**src/source/fft_pkg.sv**
```systemverilog
package fft_pkg;

    // Block geometry
    localparam int LANES     = 4;
    localparam int BLOCKS    = 8;
    localparam int TW_DEPTH  = LANES * BLOCKS;

    // Queue depths, in blocks
    localparam int IN_DEPTH  = 4;
    localparam int OUT_DEPTH = 4;

    // Derived address widths
    localparam int TW_AW     = $clog2(TW_DEPTH);
    localparam int IN_PW     = $clog2(IN_DEPTH);
    localparam int OUT_PW    = $clog2(OUT_DEPTH);

    // Input sample component
    typedef logic signed [12:0] sample_t;

    // a+b or a-b, one bit of growth
    typedef logic signed [13:0] bsum_t;

    // Twiddle component in Q1.7
    typedef logic signed [8:0]  twf_t;

    // Full precision product
    typedef logic signed [22:0] prod_t;

    typedef logic [2:0]         blk_idx_t;
    typedef logic [TW_AW-1:0]   tw_addr_t;
    typedef logic [2:0]         credit_cnt_t;

endpackage
```
**src/source/bfly_if.sv**
```systemverilog


// Twiddled results from the butterfly to the output queue
interface res_if;
    logic           valid;
    fft_pkg::prod_t add_re  [fft_pkg::LANES];
    fft_pkg::prod_t add_im  [fft_pkg::LANES];
    fft_pkg::prod_t diff_re [fft_pkg::LANES];
    fft_pkg::prod_t diff_im [fft_pkg::LANES];

    modport src (output valid, add_re, add_im, diff_re, diff_im);
    modport snk (input  valid, add_re, add_im, diff_re, diff_im);
endinterface

```
**src/source/output_credit_queue.sv**
```systemverilog
module output_credit_queue (
    input  logic           clk,
    input  logic           rstn,
    res_if.snk             res,
    input  logic           out_credit,
    output logic           out_valid,
    output fft_pkg::prod_t out_add_re  [fft_pkg::LANES],
    output fft_pkg::prod_t out_add_im  [fft_pkg::LANES],
    output fft_pkg::prod_t out_diff_re [fft_pkg::LANES],
    output fft_pkg::prod_t out_diff_im [fft_pkg::LANES],
    output logic           slot_free
);

    fft_pkg::prod_t           mem_add_re  [fft_pkg::OUT_DEPTH][fft_pkg::LANES];
    fft_pkg::prod_t           mem_add_im  [fft_pkg::OUT_DEPTH][fft_pkg::LANES];
    fft_pkg::prod_t           mem_diff_re [fft_pkg::OUT_DEPTH][fft_pkg::LANES];
    fft_pkg::prod_t           mem_diff_im [fft_pkg::OUT_DEPTH][fft_pkg::LANES];
    logic [fft_pkg::OUT_PW-1:0] wr_ptr;
    logic [fft_pkg::OUT_PW-1:0] rd_ptr;
    logic [fft_pkg::OUT_PW:0]   count;
    fft_pkg::credit_cnt_t       credit_cnt;
    logic                       send;

    // Head leaves only against a downstream credit
    assign send = (count != '0) && (credit_cnt != '0);

    assign out_valid   = send;
    assign out_add_re  = mem_add_re[rd_ptr];
    assign out_add_im  = mem_add_im[rd_ptr];
    assign out_diff_re = mem_diff_re[rd_ptr];
    assign out_diff_im = mem_diff_im[rd_ptr];

    // Slot goes back to the input side
    assign slot_free = send;

    always_ff @(posedge clk) begin
        if (res.valid) begin
            mem_add_re[wr_ptr]  <= res.add_re;
            mem_add_im[wr_ptr]  <= res.add_im;
            mem_diff_re[wr_ptr] <= res.diff_re;
            mem_diff_im[wr_ptr] <= res.diff_im;
        end
    end

    always_ff @(posedge clk or negedge rstn) begin
        if (!rstn) begin
            wr_ptr     <= '0;
            rd_ptr     <= '0;
            count      <= '0;
            credit_cnt <= '0;
        end else begin
            if (res.valid) begin
                wr_ptr <= (int'(wr_ptr) == fft_pkg::OUT_DEPTH - 1) ? '0 : wr_ptr + 1'b1;
            end
            if (send) begin
                rd_ptr <= (int'(rd_ptr) == fft_pkg::OUT_DEPTH - 1) ? '0 : rd_ptr + 1'b1;
            end
            case ({res.valid, send})
                2'b10:   count <= count + 1'b1;
                2'b01:   count <= count - 1'b1;
                default: count <= count;
            endcase
            // Credit count saturates at its maximum
            case ({out_credit, send})
                2'b10:   credit_cnt <= (credit_cnt == '1) ? credit_cnt : credit_cnt + 1'b1;
                2'b01:   credit_cnt <= credit_cnt - 1'b1;
                default: credit_cnt <= credit_cnt;
            endcase
        end
    end

endmodule

```
**src/flat_wrapper.sv**
```systemverilog
// flat-port wrapper written by rule: the top's interface ports become plain ports
module output_credit_queue_flat 
  (clk, rstn, out_credit, out_valid, out_add_re, out_add_im, out_diff_re, out_diff_im, slot_free, res_valid, res_add_re, res_add_im, res_diff_re, res_diff_im);
  res_if res_i ();
  input  logic clk;
  input  logic rstn;
  input  logic out_credit;
  output logic out_valid;
  output fft_pkg::prod_t out_add_re[fft_pkg::LANES];
  output fft_pkg::prod_t out_add_im[fft_pkg::LANES];
  output fft_pkg::prod_t out_diff_re[fft_pkg::LANES];
  output fft_pkg::prod_t out_diff_im[fft_pkg::LANES];
  output logic slot_free;
  input wire logic [$bits(res_i.valid)-1:0] res_valid;
  input wire logic [$bits(res_i.add_re)-1:0] res_add_re;
  input wire logic [$bits(res_i.add_im)-1:0] res_add_im;
  input wire logic [$bits(res_i.diff_re)-1:0] res_diff_re;
  input wire logic [$bits(res_i.diff_im)-1:0] res_diff_im;
  assign res_i.valid = res_valid;
  assign res_i.add_re = {>>{res_add_re}};
  assign res_i.add_im = {>>{res_add_im}};
  assign res_i.diff_re = {>>{res_diff_re}};
  assign res_i.diff_im = {>>{res_diff_im}};
  output_credit_queue u_core (.clk(clk), .rstn(rstn), .res(res_i), .out_credit(out_credit), .out_valid(out_valid), .out_add_re(out_add_re), .out_add_im(out_add_im), .out_diff_re(out_diff_re), .out_diff_im(out_diff_im), .slot_free(slot_free));
endmodule
```
**config.mk**
```make
export PLATFORM = sky130hd
export DESIGN_NAME = output_credit_queue_flat
export DESIGN_NICKNAME = d
export VERILOG_FILES = /design/src/source/fft_pkg.sv /design/src/source/bfly_if.sv /design/src/source/output_credit_queue.sv /design/src/flat_wrapper.sv
export SDC_FILE = /design/constraint.sdc
export NUM_CORES = 1
export LEC_CHECK = 0
export ABC_AREA = 1
export BUFFER_PORTS_ARGS = -buffer_cell sky130_fd_sc_hd__buf_2
export CAP_MARGIN = 20
export CORE_MARGIN = 2
export CORE_UTILIZATION = 25
export DETAILED_ROUTE_END_ITERATION = 8
export PLACE_DENSITY_LB_ADDON = 0.3
export SLEW_MARGIN = 20
export SYNTH_ARGS = -nofsm -noshare
export SYNTH_HDL_FRONTEND = slang
export SYNTH_SLANG_ARGS = --single-unit
export TNS_END_PERCENT = 5
```
**constraint.sdc**
```tcl
create_clock -name clk -period 11.4 [get_ports clk]
set_clock_uncertainty 0.05 [all_clocks]
set_input_delay 1.71 -clock clk [delete_from_list [all_inputs] [get_ports clk]]
set_output_delay 1.71 -clock clk [all_outputs]
set_load 0.01 [all_outputs]
```
# == Word level (Yosys, flattened, before mapping) ==
# Memories as Yosys holds them, arrays and structs flattened.
# Cells that the tools add are included.
# totals
ff_bits,10
latch_bits,0
mem_bits_rw,1472
rom_bits,0
in_bits,372
word_cells,35
memories,4
# classes
add_sub_neg,6
mul,0
div,0
magnitude_cmp,0
n_eq_ne,8
n_shift,0
n_mux,7
bitwise,0
reduce_logical,6
# mem_list
memory,depth,width,rd,rd_clocked_by_memory_dff,write_ports,line_no,text
u_core.mem_add_im,4,92,1,0,1,output_credit_queue.sv:15,fft_pkg::prod_t mem_add_im [fft_pkg::OUT_DEPTH][fft_pkg::LANES];
u_core.mem_add_re,4,92,1,0,1,output_credit_queue.sv:14,fft_pkg::prod_t mem_add_re [fft_pkg::OUT_DEPTH][fft_pkg::LANES];
u_core.mem_diff_im,4,92,1,0,1,output_credit_queue.sv:17,fft_pkg::prod_t mem_diff_im [fft_pkg::OUT_DEPTH][fft_pkg::LANES];
u_core.mem_diff_re,4,92,1,0,1,output_credit_queue.sv:16,fft_pkg::prod_t mem_diff_re [fft_pkg::OUT_DEPTH][fft_pkg::LANES];
# op_table
cell,count
$pmux 3 s2,2
$eq 2x1->1 const B,4
$add 3x1->3 const B,2
$reduce_bool 3->1,2
$sub 3x1->3 const B,2
$add 2x1->2 const B,2
$eq 2x2->1 const B,2
$mux 2,2
$reduce_bool 2->1,2
$eq 3x3->1 const B,1
$mux 3,1
$mux 1,2
$ne 2x2->1 const B,1
$reduce_and 2->1,1
$logic_and 1x1->1,1

# == Longest topological paths before layout ==
# depth
word_depth,5
mapped_depth,10
ltp_nobuf,10

# == Worst setup path after synthesis ==
# No wires, ideal clock.
# synth_path
path_type,input to register
start,input port res_valid
end,memory u_core.mem_add_im[0][0] (netlist name) (enable)
arrival_time_ns,9.135
setup_slack_ns,1.496
path_stages,3
n_path_buf,1
cell_sequence,clkbuf_1 nand2_1 inv_1
# synth_between
elab_chain_len,2
# synth_rtl
element,line_no,text
from (decl),flat_wrapper.sv:14,input wire logic [$bits(res_i.valid)-1:0] res_valid;
$mux 1,output_credit_queue.sv:37,if (res.valid) begin
$mux 1 (implied by the code),output_credit_queue.sv:39,mem_add_im[wr_ptr] <= res.add_im;
to (decl),output_credit_queue.sv:15,
# Every way passes these cells.

==> results.cfg <==
[clock_network]
cts_num_sinks = 1482
tritoncts = built
clock_latency_ns = 0.79
ctsResizeCount = 0
cts_root_buf = clkbuf_16
cts_max_level = 4
numCtsBuffers = 160
clkTransAtPathRegs_ns = 0.06
post-cts-setup-buffer-count = 0
hold_buffers = 0
clockBufferDepth = 3

[final_layout]
nNetsFinal = 4720
syn2layout_area_growth_pct = 21.0
mostFrequentLayoutCell = edfxtp_1
layout_common_cells = edfxtp_1, buf_2, nor2_1
utilization_pct = 30.5
drive_gt1_share_pct = 22.4

[yosys]
ys_warn_count = 0
yosysUniqueCellTypes = 22
syn_avg_cell_area_um2 = 15.1
syn_area_um2 = 54900
ys_seq_area_share_pct = 81.0
synth_fp_nets = 4018
synth_cells = 3638
ys_seq_elements = 1482

[timing]
setup_viol = 0
hold_ws_ns = 0.420
maxSlewHeadroom_pct = 25.0
final_max_slew_viol_count = 0
fin_crit_ns = 6.46
finalHoldViolations = 0
setup_tns_ns = 0
worstMarginPinSlew_ns = 1.12
timing.final.crit_share_pct = 56.7
grt_setup_unrepaired = no
max_freq_mhz = 155

[power_and_ir_drop]
ir_drop_mv = 0.248
p_per_area_nw_per_um2 = 270
leakagePower_nw = 22.2
p_total_mw = 17.9

[die]
start_util_pct = 25.2
die_h_um = 472
die-area_um2 = 223000
coreArea_um2 = 218000
io_pins = 742
die_x_um = 472
rows = 171

[grt]
grt_pass1_wl_um = 221000
grt_pass1_vias = 32000
grt_usage_pct = 13.2
grt_overflow = 0
antenna_found_initial = 99
grt_max_degree = 343

[setup_path]
end_kind = primary output
required_ns = 9.64
start_kind = flop
cp.arrival_ns = 4.70
cp_max_fo = 158
criticalPathCategory = reg2out

[drt]
dr.pass1.iters = 5
drt_iter0_markers = 2290
drt_wl_total_um = 154000
vias = 33300
post-route-drc-count = 0
wl_per_cell_um = 20.9
vias_per_cell = 4.52
antenna_left = 0

[run]
drv_cap = 0

[placed_design]
globalplace.congestion = 0.783
io_buffers = 741
hpwl_um = 90600

[run_status]
status = complete, no violations

[worst_hold_path]
hold_class = reg2reg
[worst paths after layout]
kind                                                    from                                 end  slack, ns  cells past startpoint
worst max-delay path            u_core.rd_ptr[0]$_DFFE_PN0N_                     out_diff_im[83]       4.94                      7
worst min-delay path             u_core.count[0]$_DFFE_PN0P_         u_core.count[0]$_DFFE_PN0P_       0.42                      1
worst max register to register  u_core.wr_ptr[1]$_DFFE_PN0P_  u_core.mem_add_re[1][40]$_DFFE_PP_       7.85                      6
worst min register to register   u_core.count[0]$_DFFE_PN0P_         u_core.count[0]$_DFFE_PN0P_       0.42                      1
max in group asynchronous                               rstn        u_core.rd_ptr[1]$_DFFE_PN0N_      10.22                      1
min in group asynchronous                               rstn        u_core.wr_ptr[0]$_DFFE_PN0P_       0.77                      1
[power by group]
| part | switching, mW | internal (mW) | total, mW |
|---|---|---|---|
| logic | 4.17 | 1.65 | 5.82 |
| registers | 0.232 | 6.99 | 7.22 |
| clock network | 2.13 | 2.75 | 4.88 |
[critical path: stages, from the launching register on]
cell and delay (ns):
dfrtp_4 0.72, clkinv_16 0.15, buf_16 0.43, buf_4 0.81, buf_4 0.67, o21ai_0 0.15
o22ai_1 0.39, buf_2 0.22
[cell families (layout without fill, tap and decap cells)]
family | after synthesis | count (layout) | share of synthesized area, %
flip-flops | 1482 | 1482 | 81.0
AO/OA/AOI/OAI | 1112 | 1112 | 11.0
AND/OR/NAND/NOR | 767 | 767 | 5.27
buffers and inverters | 267 | 1093 | 2.49
adder cells (fa/ha/maj) | 8 | 8 | 0.210
XOR/XNOR | 2 | 2 | 0.0319
other | 0 | 41 | 0
[cells in the mapped netlist, drive strengths merged]
cell / count / area share, %
nor2: 739 / 5.1
fa: 2 / 0.073
clkbuf: 111 / 0.83
o21ai: 743 / 6.8
xnor2: 1 / 0.016
nand3: 7 / 0.064
xor2: 1 / 0.016
ha: 6 / 0.14
edfxtp: 1472 / 81
o22ai: 368 / 4.2
buf: 135 / 1.5
nand2: 20 / 0.14
dfrtp: 10 / 0.46
inv: 21 / 0.16
a21oi: 1 / 0.0091
nand4: 1 / 0.011
[through the flow]
| step | setup WS [ns] | area [µm²] | instances |
|---|---|---|---|
| after floorplan | 1.50 | 54900 | 3638 |
| after global placement | 5.82 | 61300 | 7030 |
| after detailed placement | 5.79 | 61300 | 7030 |
| after CTS | 4.90 | 66200 | 7316 |
| after global routing | 4.60 | 66400 | 7347 |
| final | 4.94 | 66400 | 7359 |
[final cells by class]
type | instances | area [µm²]
tap | 2854 | 3570
timing repair buffer | 786 | 4140
fill | 21700 | 151000
sequential | 1482 | 44500
inverter | 21 | 143
antenna | 41 | 103
clock buffer | 208 | 4230
multi-input combinational | 1889 | 9050
clock inverter | 78 | 713
[flip-flops by register name (all words and copies together), names as in the netlist]
name / flops
u_core.mem_add_im: 368
u_core.rd_ptr: 2
u_core.mem_diff_re: 368
u_core.mem_add_re: 368
u_core.credit_cnt: 3
u_core.count: 3
u_core.mem_diff_im: 368
u_core.wr_ptr: 2
[per-layer routing]
metal	vias to the layer above	share of wire [%]	GRT usage [%]
met2	1033	46	20.5
met3	355	7.9	4.68
met5	-	0.33	0
met1	16500	41	16.2
li1	15300	-	-
met4	76	4.7	6.83
Power figures use the tool's default switching activity.
